`config.mk`:
```
export PLATFORM = sky130hd
export DESIGN_NAME = ntp_auth
export DESIGN_NICKNAME = d
export VERILOG_FILES = /design/src/rtl/ntp_auth_pkg.sv /design/src/rtl/ntp_auth.sv /design/src/rtl/md5_auth_control.sv /design/src/rtl/md5_block_builder.sv /design/src/rtl/key_fetch.sv /design/src/rtl/ntp_field_capture.sv /design/src/rtl/udp_payload_aligner.sv
export SDC_FILE = /design/constraint.sdc
export NUM_CORES = 2
export LEC_CHECK = 0
export ABC_CLOCK_PERIOD_IN_PS = 31900
export BUFFER_PORTS_ARGS = -buffer_cell sky130_fd_sc_hd__buf_2
export CELL_PAD_IN_SITES_DETAIL_PLACEMENT = 0
export CELL_PAD_IN_SITES_GLOBAL_PLACEMENT = 1
export CORE_ASPECT_RATIO = 0.9
export CORE_UTILIZATION = 43
export DETAILED_ROUTE_END_ITERATION = 12
export PLACE_DENSITY_LB_ADDON = 0.1
export SETUP_SLACK_MARGIN = 0.02
export SLEW_MARGIN = 5
export SYNTH_ARGS = -nofsm -noshare
export SYNTH_HDL_FRONTEND = slang
export SYNTH_SLANG_ARGS = --single-unit
```
`constraint.sdc`:
```
create_clock -name i_clk -period 31.9 [get_ports i_clk]
set_input_delay 1.595 -clock i_clk [delete_from_list [all_inputs] [get_ports i_clk]]
set_output_delay 1.595 -clock i_clk [all_outputs]
set_load 0.005 [all_outputs]
```
`src/rtl/ntp_auth_pkg.sv`:
```
`default_nettype none

package ntp_auth_pkg;

  // Receive path
  localparam int RX_WORD_W = 64;
  localparam int WORD_CNT_W = 16;
  localparam logic [15:0] ETHERTYPE_IPV4 = 16'h0800;
  localparam int PAYLOAD_FIRST_WORD = 5;
  localparam int NTP_HEADER_WORDS = 6;

  // Key memory
  localparam int KEY_WORDS = 5;
  localparam int KEY_WORD_IDX_W = 3;

  // MD5 framing
  localparam int MAC_W = 128;
  localparam int MD5_BLOCK_W = 512;
  localparam logic [63:0] MD5_MSG_BITS = 64'd544;
  localparam logic [7:0] MD5_PAD_BYTE = 8'h80;

  // Key fetch FSM encoding
  localparam int KEY_FSM_W = 3;
  localparam logic [KEY_FSM_W-1:0] KEY_IDLE = 3'd0;
  localparam logic [KEY_FSM_W-1:0] KEY_REQUEST = 3'd1;
  localparam logic [KEY_FSM_W-1:0] KEY_COLLECT = 3'd2;
  localparam logic [KEY_FSM_W-1:0] KEY_DONE = 3'd3;
  localparam logic [KEY_FSM_W-1:0] KEY_ERROR = 3'd4;

  // Authentication FSM encoding
  localparam int AUTH_FSM_W = 3;
  localparam logic [AUTH_FSM_W-1:0] AUTH_IDLE = 3'd0;
  localparam logic [AUTH_FSM_W-1:0] AUTH_KEY_WAIT = 3'd1;
  localparam logic [AUTH_FSM_W-1:0] AUTH_INIT = 3'd2;
  localparam logic [AUTH_FSM_W-1:0] AUTH_INIT_WAIT = 3'd3;
  localparam logic [AUTH_FSM_W-1:0] AUTH_NEXT0 = 3'd4;
  localparam logic [AUTH_FSM_W-1:0] AUTH_NEXT0_WAIT = 3'd5;
  localparam logic [AUTH_FSM_W-1:0] AUTH_NEXT1 = 3'd6;
  localparam logic [AUTH_FSM_W-1:0] AUTH_NEXT1_WAIT = 3'd7;

  // Payload word 6 is either raw data or key id (upper) and MAC head (lower)
  typedef union packed {
    logic [RX_WORD_W-1:0] raw;
    logic [1:0][31:0] half;
  } mac_word_u;

endpackage

`default_nettype wire
```
`src/rtl/ntp_auth.sv`:
```
`timescale 1ns/1ps
`default_nettype none

module ntp_auth
  import ntp_auth_pkg::*;
(
  input wire i_clk,
  input wire i_areset,
  input wire i_auth_md5,
  output logic o_auth_md5_ready,
  output logic o_auth_md5_good,
  input wire i_rx_reset,
  input wire i_rx_valid,
  input wire [RX_WORD_W-1:0] i_rx_data,
  output logic o_keymem_get_key_md5,
  output logic [31:0] o_keymem_keyid,
  input wire [KEY_WORD_IDX_W-1:0] i_keymem_key_word,
  input wire i_keymem_key_valid,
  input wire [31:0] i_keymem_key_data,
  input wire i_keymem_ready,
  output logic o_md5_init,
  output logic o_md5_next,
  output logic [MD5_BLOCK_W-1:0] o_md5_block,
  input wire i_md5_ready,
  input wire [MAC_W-1:0] i_md5_digest
);

  logic payload_valid;
  logic [RX_WORD_W-1:0] payload_data;
  logic [NTP_HEADER_WORDS*RX_WORD_W-1:0] ntp_header;
  logic [31:0] keyid;
  logic [MAC_W-1:0] mac;
  logic key_start;
  logic [KEY_WORDS*32-1:0] key;
  logic key_done;
  logic key_error;
  logic load_first;
  logic load_second;

  // Receive side
  udp_payload_aligner u_aligner (
    .i_clk(i_clk), .i_areset(i_areset), .i_rx_reset(i_rx_reset),
    .i_rx_valid(i_rx_valid), .i_rx_data(i_rx_data),
    .o_payload_valid(payload_valid), .o_payload_data(payload_data)
  );

  ntp_field_capture u_capture (
    .i_clk(i_clk), .i_areset(i_areset), .i_rx_reset(i_rx_reset),
    .i_payload_valid(payload_valid), .i_payload_data(payload_data),
    .o_ntp_header(ntp_header), .o_keyid(keyid), .o_mac(mac)
  );

  // Authentication side
  key_fetch u_key_fetch (
    .i_clk(i_clk), .i_areset(i_areset), .i_start(key_start), .i_keyid(keyid),
    .i_keymem_ready(i_keymem_ready), .i_keymem_key_valid(i_keymem_key_valid),
    .i_keymem_key_word(i_keymem_key_word), .i_keymem_key_data(i_keymem_key_data),
    .o_keymem_get_key_md5(o_keymem_get_key_md5), .o_keymem_keyid(o_keymem_keyid),
    .o_key(key), .o_key_done(key_done), .o_key_error(key_error)
  );

  md5_block_builder u_block_builder (
    .i_clk(i_clk), .i_areset(i_areset), .i_load_first(load_first),
    .i_load_second(load_second), .i_key(key), .i_ntp_header(ntp_header),
    .o_block(o_md5_block)
  );

  md5_auth_control u_control (
    .i_clk(i_clk), .i_areset(i_areset), .i_auth_md5(i_auth_md5),
    .i_key_done(key_done), .i_key_error(key_error), .i_md5_ready(i_md5_ready),
    .i_md5_digest(i_md5_digest), .i_mac(mac),
    .o_auth_md5_ready(o_auth_md5_ready), .o_auth_md5_good(o_auth_md5_good),
    .o_key_start(key_start), .o_load_first(load_first), .o_load_second(load_second),
    .o_md5_init(o_md5_init), .o_md5_next(o_md5_next)
  );

endmodule

`default_nettype wire

```
`src/rtl/md5_auth_control.sv`:
```
`timescale 1ns/1ps
`default_nettype none

module md5_auth_control
  import ntp_auth_pkg::*;
(
  input wire i_clk,
  input wire i_areset,
  input wire i_auth_md5,
  input wire i_key_done,
  input wire i_key_error,
  input wire i_md5_ready,
  input wire [MAC_W-1:0] i_md5_digest,
  input wire [MAC_W-1:0] i_mac,
  output logic o_auth_md5_ready,
  output logic o_auth_md5_good,
  output logic o_key_start,
  output logic o_load_first,
  output logic o_load_second,
  output logic o_md5_init,
  output logic o_md5_next
);

  logic [AUTH_FSM_W-1:0] state;
  logic ready;
  logic good;
  logic busy_seen;
  logic in_wait;
  logic core_done;

  assign in_wait = (state == AUTH_INIT_WAIT) || (state == AUTH_NEXT0_WAIT) ||
                   (state == AUTH_NEXT1_WAIT);
  // Core has gone busy and come back
  assign core_done = in_wait && busy_seen && i_md5_ready;

  // ------------------------------------------------------------
  // Sequencer
  // ------------------------------------------------------------
  always_ff @(posedge i_clk or posedge i_areset) begin
    if (i_areset) begin
      state <= AUTH_IDLE;
      ready <= 1'b1;
      good <= 1'b0;
      busy_seen <= 1'b0;
    end else begin
      if (in_wait && !i_md5_ready) begin
        busy_seen <= 1'b1;
      end else if (core_done) begin
        busy_seen <= 1'b0;
      end
      case (state)
        AUTH_IDLE: begin
          if (i_auth_md5) begin
            state <= AUTH_KEY_WAIT;
            ready <= 1'b0;
            good <= 1'b0;
          end
        end
        AUTH_KEY_WAIT: begin
          if (i_key_done) begin
            state <= AUTH_INIT;
          end else if (i_key_error) begin
            state <= AUTH_IDLE;
            ready <= 1'b1;
          end
        end
        AUTH_INIT: if (i_md5_ready) state <= AUTH_INIT_WAIT;
        AUTH_INIT_WAIT: if (core_done) state <= AUTH_NEXT0;
        AUTH_NEXT0: if (i_md5_ready) state <= AUTH_NEXT0_WAIT;
        AUTH_NEXT0_WAIT: if (core_done) state <= AUTH_NEXT1;
        AUTH_NEXT1: if (i_md5_ready) state <= AUTH_NEXT1_WAIT;
        AUTH_NEXT1_WAIT: begin
          if (core_done) begin
            state <= AUTH_IDLE;
            ready <= 1'b1;
            good <= (i_md5_digest == i_mac);
          end
        end
      endcase
    end
  end

  // Blocks are loaded on the edge before the core is told to use them
  assign o_key_start = (state == AUTH_IDLE) && i_auth_md5;
  assign o_load_first = (state == AUTH_KEY_WAIT) && i_key_done;
  assign o_load_second = (state == AUTH_NEXT0_WAIT) && core_done;
  assign o_md5_init = (state == AUTH_INIT) && i_md5_ready;
  assign o_md5_next = ((state == AUTH_NEXT0) || (state == AUTH_NEXT1)) && i_md5_ready;
  assign o_auth_md5_ready = ready;
  assign o_auth_md5_good = good;

  a_init_next_exclusive : assert property (
    @(posedge i_clk) disable iff (i_areset) !(o_md5_init && o_md5_next)
  );

endmodule

`default_nettype wire

```
`src/rtl/md5_block_builder.sv`:
```
`timescale 1ns/1ps
`default_nettype none

module md5_block_builder
  import ntp_auth_pkg::*;
(
  input wire i_clk,
  input wire i_areset,
  input wire i_load_first,
  input wire i_load_second,
  input wire [KEY_WORDS*32-1:0] i_key,
  input wire [NTP_HEADER_WORDS*RX_WORD_W-1:0] i_ntp_header,
  output logic [MD5_BLOCK_W-1:0] o_block
);

  logic [MD5_BLOCK_W-1:0] first_block;
  logic [MD5_BLOCK_W-1:0] padded_block;
  logic [MD5_BLOCK_W-1:0] block;

  // MD5 reads each 32-bit word little-endian
  function automatic logic [MD5_BLOCK_W-1:0] swap_words(input logic [MD5_BLOCK_W-1:0] d);
    logic [MD5_BLOCK_W-1:0] r;
    for (int w = 0; w < MD5_BLOCK_W / 32; w++) begin
      for (int b = 0; b < 4; b++) begin
        r[w*32 + b*8 +: 8] = d[w*32 + (3-b)*8 +: 8];
      end
    end
    return r;
  endfunction

  assign first_block = swap_words({i_key, i_ntp_header[NTP_HEADER_WORDS*RX_WORD_W-1:32]});
  assign padded_block = swap_words({i_ntp_header[31:0], MD5_PAD_BYTE,
                                    {(MD5_BLOCK_W - 40){1'b0}}});

  // Length field goes in as two words, low half first
  always_ff @(posedge i_clk or posedge i_areset) begin
    if (i_areset) begin
      block <= '0;
    end else if (i_load_first) begin
      block <= first_block;
    end else if (i_load_second) begin
      block <= {padded_block[MD5_BLOCK_W-1:64], MD5_MSG_BITS[31:0], MD5_MSG_BITS[63:32]};
    end
  end

  assign o_block = block;

  a_single_load : assert property (
    @(posedge i_clk) disable iff (i_areset) !(i_load_first && i_load_second)
  );

endmodule

`default_nettype wire

```
`src/rtl/key_fetch.sv`:
```
`timescale 1ns/1ps
`default_nettype none

module key_fetch
  import ntp_auth_pkg::*;
(
  input wire i_clk,
  input wire i_areset,
  input wire i_start,
  input wire [31:0] i_keyid,
  input wire i_keymem_ready,
  input wire i_keymem_key_valid,
  input wire [KEY_WORD_IDX_W-1:0] i_keymem_key_word,
  input wire [31:0] i_keymem_key_data,
  output logic o_keymem_get_key_md5,
  output logic [31:0] o_keymem_keyid,
  output logic [KEY_WORDS*32-1:0] o_key,
  output logic o_key_done,
  output logic o_key_error
);

  logic [KEY_FSM_W-1:0] state;
  logic [KEY_WORD_IDX_W-1:0] word_cnt;
  logic [31:0] keyid;
  logic [KEY_WORDS*32-1:0] key;

  // ------------------------------------------------------------
  // Fetch FSM
  // ------------------------------------------------------------
  always_ff @(posedge i_clk or posedge i_areset) begin
    if (i_areset) begin
      state <= KEY_IDLE;
      word_cnt <= '0;
      keyid <= '0;
    end else begin
      case (state)
        KEY_IDLE: begin
          if (i_start) begin
            state <= KEY_REQUEST;
            keyid <= i_keyid;
          end
        end
        KEY_REQUEST: begin
          if (i_keymem_ready) begin
            state <= KEY_COLLECT;
            word_cnt <= '0;
          end
        end
        KEY_COLLECT: begin
          if (i_keymem_key_valid) begin
            word_cnt <= word_cnt + 1'b1;
            if (word_cnt == KEY_WORD_IDX_W'(KEY_WORDS - 1)) begin
              state <= KEY_DONE;
            end
          end else if (i_keymem_ready) begin
            // Memory went idle before the whole key arrived
            state <= KEY_ERROR;
          end
        end
        default: begin
          state <= KEY_IDLE;
        end
      endcase
    end
  end

  // Words may arrive in any order, each lands at its own index
  always_ff @(posedge i_clk) begin
    if (state == KEY_COLLECT && i_keymem_key_valid) begin
      key[i_keymem_key_word*32 +: 32] <= i_keymem_key_data;
    end
  end

  assign o_keymem_get_key_md5 = (state == KEY_REQUEST) && i_keymem_ready;
  assign o_keymem_keyid = keyid;
  assign o_key = key;
  assign o_key_done = (state == KEY_DONE);
  assign o_key_error = (state == KEY_ERROR);

  a_key_word_in_range : assert property (
    @(posedge i_clk) disable iff (i_areset)
    i_keymem_key_valid |-> (i_keymem_key_word < KEY_WORD_IDX_W'(KEY_WORDS))
  );

endmodule

`default_nettype wire

```
`src/rtl/ntp_field_capture.sv`:
```
`timescale 1ns/1ps
`default_nettype none

module ntp_field_capture
  import ntp_auth_pkg::*;
(
  input wire i_clk,
  input wire i_areset,
  input wire i_rx_reset,
  input wire i_payload_valid,
  input wire [RX_WORD_W-1:0] i_payload_data,
  output logic [NTP_HEADER_WORDS*RX_WORD_W-1:0] o_ntp_header,
  output logic [31:0] o_keyid,
  output logic [MAC_W-1:0] o_mac
);

  logic [WORD_CNT_W-1:0] pcnt;
  logic [NTP_HEADER_WORDS-1:0][RX_WORD_W-1:0] header;
  logic [31:0] keyid;
  logic [MAC_W-1:0] mac;
  mac_word_u mac_word;

  assign mac_word = i_payload_data;

  // Saturating payload word counter
  always_ff @(posedge i_clk or posedge i_areset) begin
    if (i_areset) begin
      pcnt <= '0;
    end else if (i_rx_reset) begin
      pcnt <= '0;
    end else if (i_payload_valid && pcnt != '1) begin
      pcnt <= pcnt + 1'b1;
    end
  end

  // ------------------------------------------------------------
  // Field steering
  // ------------------------------------------------------------
  always_ff @(posedge i_clk) begin
    if (i_payload_valid) begin
      if (pcnt < WORD_CNT_W'(NTP_HEADER_WORDS)) begin
        // Shifting in leaves the first header word at the top
        header <= {header[NTP_HEADER_WORDS-2:0], i_payload_data};
      end else if (pcnt == WORD_CNT_W'(NTP_HEADER_WORDS)) begin
        keyid <= mac_word.half[1];
        mac[127:96] <= mac_word.half[0];
      end else if (pcnt == WORD_CNT_W'(NTP_HEADER_WORDS + 1)) begin
        mac[95:32] <= i_payload_data;
      end else if (pcnt == WORD_CNT_W'(NTP_HEADER_WORDS + 2)) begin
        mac[31:0] <= i_payload_data[63:32];
      end
    end
  end

  assign o_ntp_header = header;
  assign o_keyid = keyid;
  assign o_mac = mac;

endmodule

`default_nettype wire

```
`src/rtl/udp_payload_aligner.sv`:
```
`timescale 1ns/1ps
`default_nettype none

module udp_payload_aligner
  import ntp_auth_pkg::*;
(
  input wire i_clk,
  input wire i_areset,
  input wire i_rx_reset,
  input wire i_rx_valid,
  input wire [RX_WORD_W-1:0] i_rx_data,
  output logic o_payload_valid,
  output logic [RX_WORD_W-1:0] o_payload_data
);

  logic [WORD_CNT_W-1:0] rx_cnt;
  logic ipv4;
  logic in_payload;
  logic carry_valid;
  logic [47:0] carry;
  logic payload_valid;
  logic [RX_WORD_W-1:0] payload_data;

  assign in_payload = ipv4 && (rx_cnt >= WORD_CNT_W'(PAYLOAD_FIRST_WORD));

  // ------------------------------------------------------------
  // Frame word counter and EtherType check
  // ------------------------------------------------------------
  always_ff @(posedge i_clk or posedge i_areset) begin
    if (i_areset) begin
      rx_cnt <= '0;
      ipv4 <= 1'b0;
      carry_valid <= 1'b0;
      payload_valid <= 1'b0;
    end else if (i_rx_reset) begin
      rx_cnt <= '0;
      ipv4 <= 1'b0;
      carry_valid <= 1'b0;
      payload_valid <= 1'b0;
    end else begin
      if (i_rx_valid && rx_cnt != '1) begin
        rx_cnt <= rx_cnt + 1'b1;
      end
      if (i_rx_valid && rx_cnt == WORD_CNT_W'(1) && i_rx_data[31:16] == ETHERTYPE_IPV4) begin
        ipv4 <= 1'b1;
      end
      // A held carry turns into a word on the next valid word or on the first gap
      carry_valid <= in_payload && i_rx_valid;
      payload_valid <= in_payload && carry_valid;
    end
  end

  // UDP payload starts two bytes into a word, so 48 bits travel to the next one
  always_ff @(posedge i_clk) begin
    if (i_rx_valid) begin
      carry <= i_rx_data[47:0];
      payload_data <= {carry, i_rx_data[63:48]};
    end else begin
      payload_data <= {carry, 16'h0000};
    end
  end

  assign o_payload_valid = payload_valid;
  assign o_payload_data = payload_data;

  a_payload_needs_ipv4 : assert property (
    @(posedge i_clk) disable iff (i_areset) o_payload_valid |-> ipv4
  );

endmodule

`default_nettype wire

```
==> summary.md <==
| Metric | Value |
|---|---|
| Syn Nets | 3012 |
| Synth top area share | 46.39% |
| CP bufs+invs | 6 |
| Share of cells above drive strength 1 | between 20% and 30% |
| CTS tree | yes |
| Core Area | 111800 um2 |
| Post-synth ARST share | between 40% and 50% |
| Setup crit end kind | register |
| CP dominant cell by count | buf_4 |
| Largest net degree at the start of global routing | about 180 |
| Hold crit path type | reg2reg |
| Placed inst area | between 50000 and 60000 um2 |
| Die Area | 114600 um2 |
| CTS buffer count | 146 |
| Worst Path Arrival | 7.05 ns |
| Post-synth top area cell | edfxtp_1 |
| Sw frac | ~27% |
| Gpl congestion | 0.8510 |
| Comb pwr share | approximately 17% |
| Overflow after GRT | 0 |
| Area of the mapped netlist | 48680 um2 |
| Overall power | 4.975 mW |
| Internal power | 3.642 mW |
| Final wirelength | approximately 150000 um |
| Final min period | ~6.4 ns |
| Clock network power share | 35.1% |
| DRC viols | 0 |
| Worst-path maximum fanout | 181 |
| Commonest non-fill, non-tap cell in the layout | buf_2 |
| Post-Syn Area per Cell | approximately 18 um2 |
| DR pass1 iterations | 5 |
| Die Y | roughly 320 um |
| CP Class | in2reg |
| Core Rows | 116 |
| Routed Antenna Nets | 0 |
| CP top delay family | buffers and inverters |
| #FFs+latches synth | ~1.4k |
| Most frequent cells in the layout | buf_2 (782), edfxtp_1 (752), dfrtp_1 (590) |
| Power Dens Cells | around 84 nW/um2 |
| Initial Util | 43.55% |
| # setup viols final | 0 |
| Port bufs | 783 |
| Unrepaired setup endpoints after global routing | false |
| First-pass GRT wire length | 206400 um |
| # clock sinks | approximately 1.4k |
| Die X | 356.7 um |
| # resized after CTS | 0 |
| Worst-path cell chain | buf_2 -> nand4_1 -> nor2_4 -> buf_4 -> nor2_4 -> buf_4 -> buf_4 -> buf_12 -> buf_4 -> a22o_1 |
| Synth top area cells | edfxtp_1 (46%), dfrtp_1 (30%), a22o_1 (8.6%) |
| Peak VDD IR | 0.00004656 V |
| Tightest Pin Transition | 1.220 ns |
| Initial antenna violation count | 64 |
| I/O pins | between 700 and 800 |
| Sequential share of power | 48.1% |
| Final Net Count | between 3k and 4k |
| DRT iter0 DRCs | 2609 |
| CP max-delay cell | nor2_4 |
| Max cap viols | 0 |
| Clk_skew | 0.02282 ns |
| Fin crit share | 19.98% |
| Gr usage total | around a quarter |
| Status | completed |
| Switching power | 1.334 mW |
| Setup Buffers After CTS | 0 |
| Syn. warnings | 0 |
| Dpl hpwl | 101900 um |
| Final non-filler cell area | 59160 um2 |
| Wire length per cell | 28.12 um |
| Layout Utilization | 52.93% |
| Achievable frequency | 156.9 MHz |
| Max-slew violations | 0 |
| H-tree Lvls | 4 |
| Predominant post-synthesis flop cell | edfxtp_1 |
| Bufs on Longest Clock Path | 3 |
| Vias in the first global route | between 20k and 30k |
| CP Launch Type | input port |
| Clk_lat worst skew | 0.76 ns |
| Area Overhead vs Synth | 21.53% |
| Post-synth EDFFs | 752 |
| Hold Violations, Final | 0 |
| Leak Pwr | 25.62 nW |
| Post-Syn Instances | about 2.8k |
| Crit path largest cell delay | 0.97 ns |
| DR vias | 28.40k |
| Setup TNS | 0 ns |
| Data required, critical path | 32.58 ns |
| Slew HR | 18.45% |
| Root buffer cell | clkbuf_16 |
| Post-synth cell types | 59 |
| Register area share after synthesis | between 70% and 80% |
| Clock-pin slew on the worst setup and hold paths | 0.06 ns |
| Hold_buf cts | 0 |
| Routed vias/inst | 5.467 |
## cell families (layout without fill, tap and decap cells)
group / Yosys count / count (layout) / synth area share (%)
compound gates: 544 / 544 / 9.449
xor+xnor: 153 / 153 / 2.753
fa+ha+maj: 10 / 10 / 0.2570
buf+inv: 170 / 1114 / 1.563
flops: 1407 / 1407 / 79.41
mux: 67 / 67 / 1.717
other cells: 0 / 9 / 0
simple gates: 416 / 416 / 4.850
## worst paths after layout
kind                       depth (start not counted)                                    endpoint                           start  slack (ns)
max                                               10    u_block_builder.o_block[322]$_DFFE_PP0P_                     i_md5_ready       25.53
min                                                0        u_aligner.o_payload_data[52]$_DFF_P_   u_aligner.carry[36]$_DFFE_PP_        0.33
max reg2reg                                       10    u_block_builder.o_block[322]$_DFFE_PP0P_  u_control.state[1]$_DFFE_PP0P_       25.60
min reg2reg                                        0        u_aligner.o_payload_data[52]$_DFF_P_   u_aligner.carry[36]$_DFFE_PP_        0.33
max in group asynchronous                          4  u_key_fetch.o_keymem_keyid[10]$_DFFE_PP0P_                        i_areset       28.72
min in group asynchronous                          2    u_block_builder.o_block[306]$_DFFE_PP0P_                        i_areset        0.91
## worst register-to-register path, stage by stage (launching register included)
cell,delay [ns]
dfrtp_1,0.66
nor2_8,0.07
nand3_1,0.15
nor2_4,0.04
buf_4,0.41
nor2_4,1.09
buf_4,0.88
buf_4,0.91
buf_12,0.57
buf_4,1.16
a22o_1,0.30
## per-layer routing
layer,up-vias,share of wire [%],GRT usage (%)
met4,32,3.0,8.044
met1,14760,43,35.66
met5,-,0.15,0
met2,1188,46,38.77
met3,261,7.4,5.532
li1,12160,-,-
## state kept, by name (all words and copies together) (netlist names), 16 cells and up
| register | count |
|---|---|
| u_block_builder.o_block | 512 |
| u_capture.o_ntp_header | 384 |
| u_key_fetch.o_key | 160 |
| u_capture.o_mac | 128 |
| u_aligner.o_payload_data | 64 |
| u_aligner.carry | 48 |
| u_capture.o_keyid | 32 |
| u_key_fetch.o_keymem_keyid | 32 |
| u_aligner.rx_cnt | 16 |
| u_capture.pcnt | 16 |
## cells in the mapped netlist (15+ instances only)
| master | count |
|---|---|
| nand2_1 | 27 |
| xnor2_1 | 83 |
| nand3_1 | 21 |
| nor2_1 | 81 |
| xor2_1 | 70 |
| nor4_1 | 24 |
| buf_2 | 71 |
| and2_1 | 144 |
| mux2_4 | 30 |
| dfrtp_1 | 590 |
| a22o_1 | 477 |
| buf_1 | 15 |
| clkbuf_1 | 59 |
| edfxtp_1 | 752 |
| and3_1 | 41 |
| dfxtp_1 | 64 |
| mux2i_1 | 34 |
| inv_1 | 20 |
| nand4_1 | 33 |
| a21oi_1 | 40 |
## final cells by class
type                       count  area, um2
fill                        9227      52600
sequential                  1407      38650
multi-input combinational   1190       9326
timing repair buffer         821       4257
clock buffer                 200       4155
tap                         1475       1846
clock inverter                73      813.3
inverter                      20      82.58
antenna                        9      22.52
## power groups by stage
stage / sequential (mW) / clock (mW) / combinational (mW)
floorplan: 2.40 / 0 / 0.348
global placement: 2.41 / 0 / 0.831
detailed placement: 2.42 / 0 / 0.845
CTS: 2.39 / 1.78 / 0.848
global route: 2.42 / 1.85 / 0.890
finish: 2.39 / 1.75 / 0.834
## through the flow
stage          setup WS [ns]  cells  hold slack [ns]
2_1_floorplan          1.381   2767           0.3233
3_3_place_gp           24.99   4913           0.3252
3_5_place_dp           24.84   4913           0.3269
4_1_cts                25.65   5186           0.3348
5_1_grt                25.21   5187           0.3444
6_report               25.53   5195           0.3315
Power figures use the tool's default switching activity.
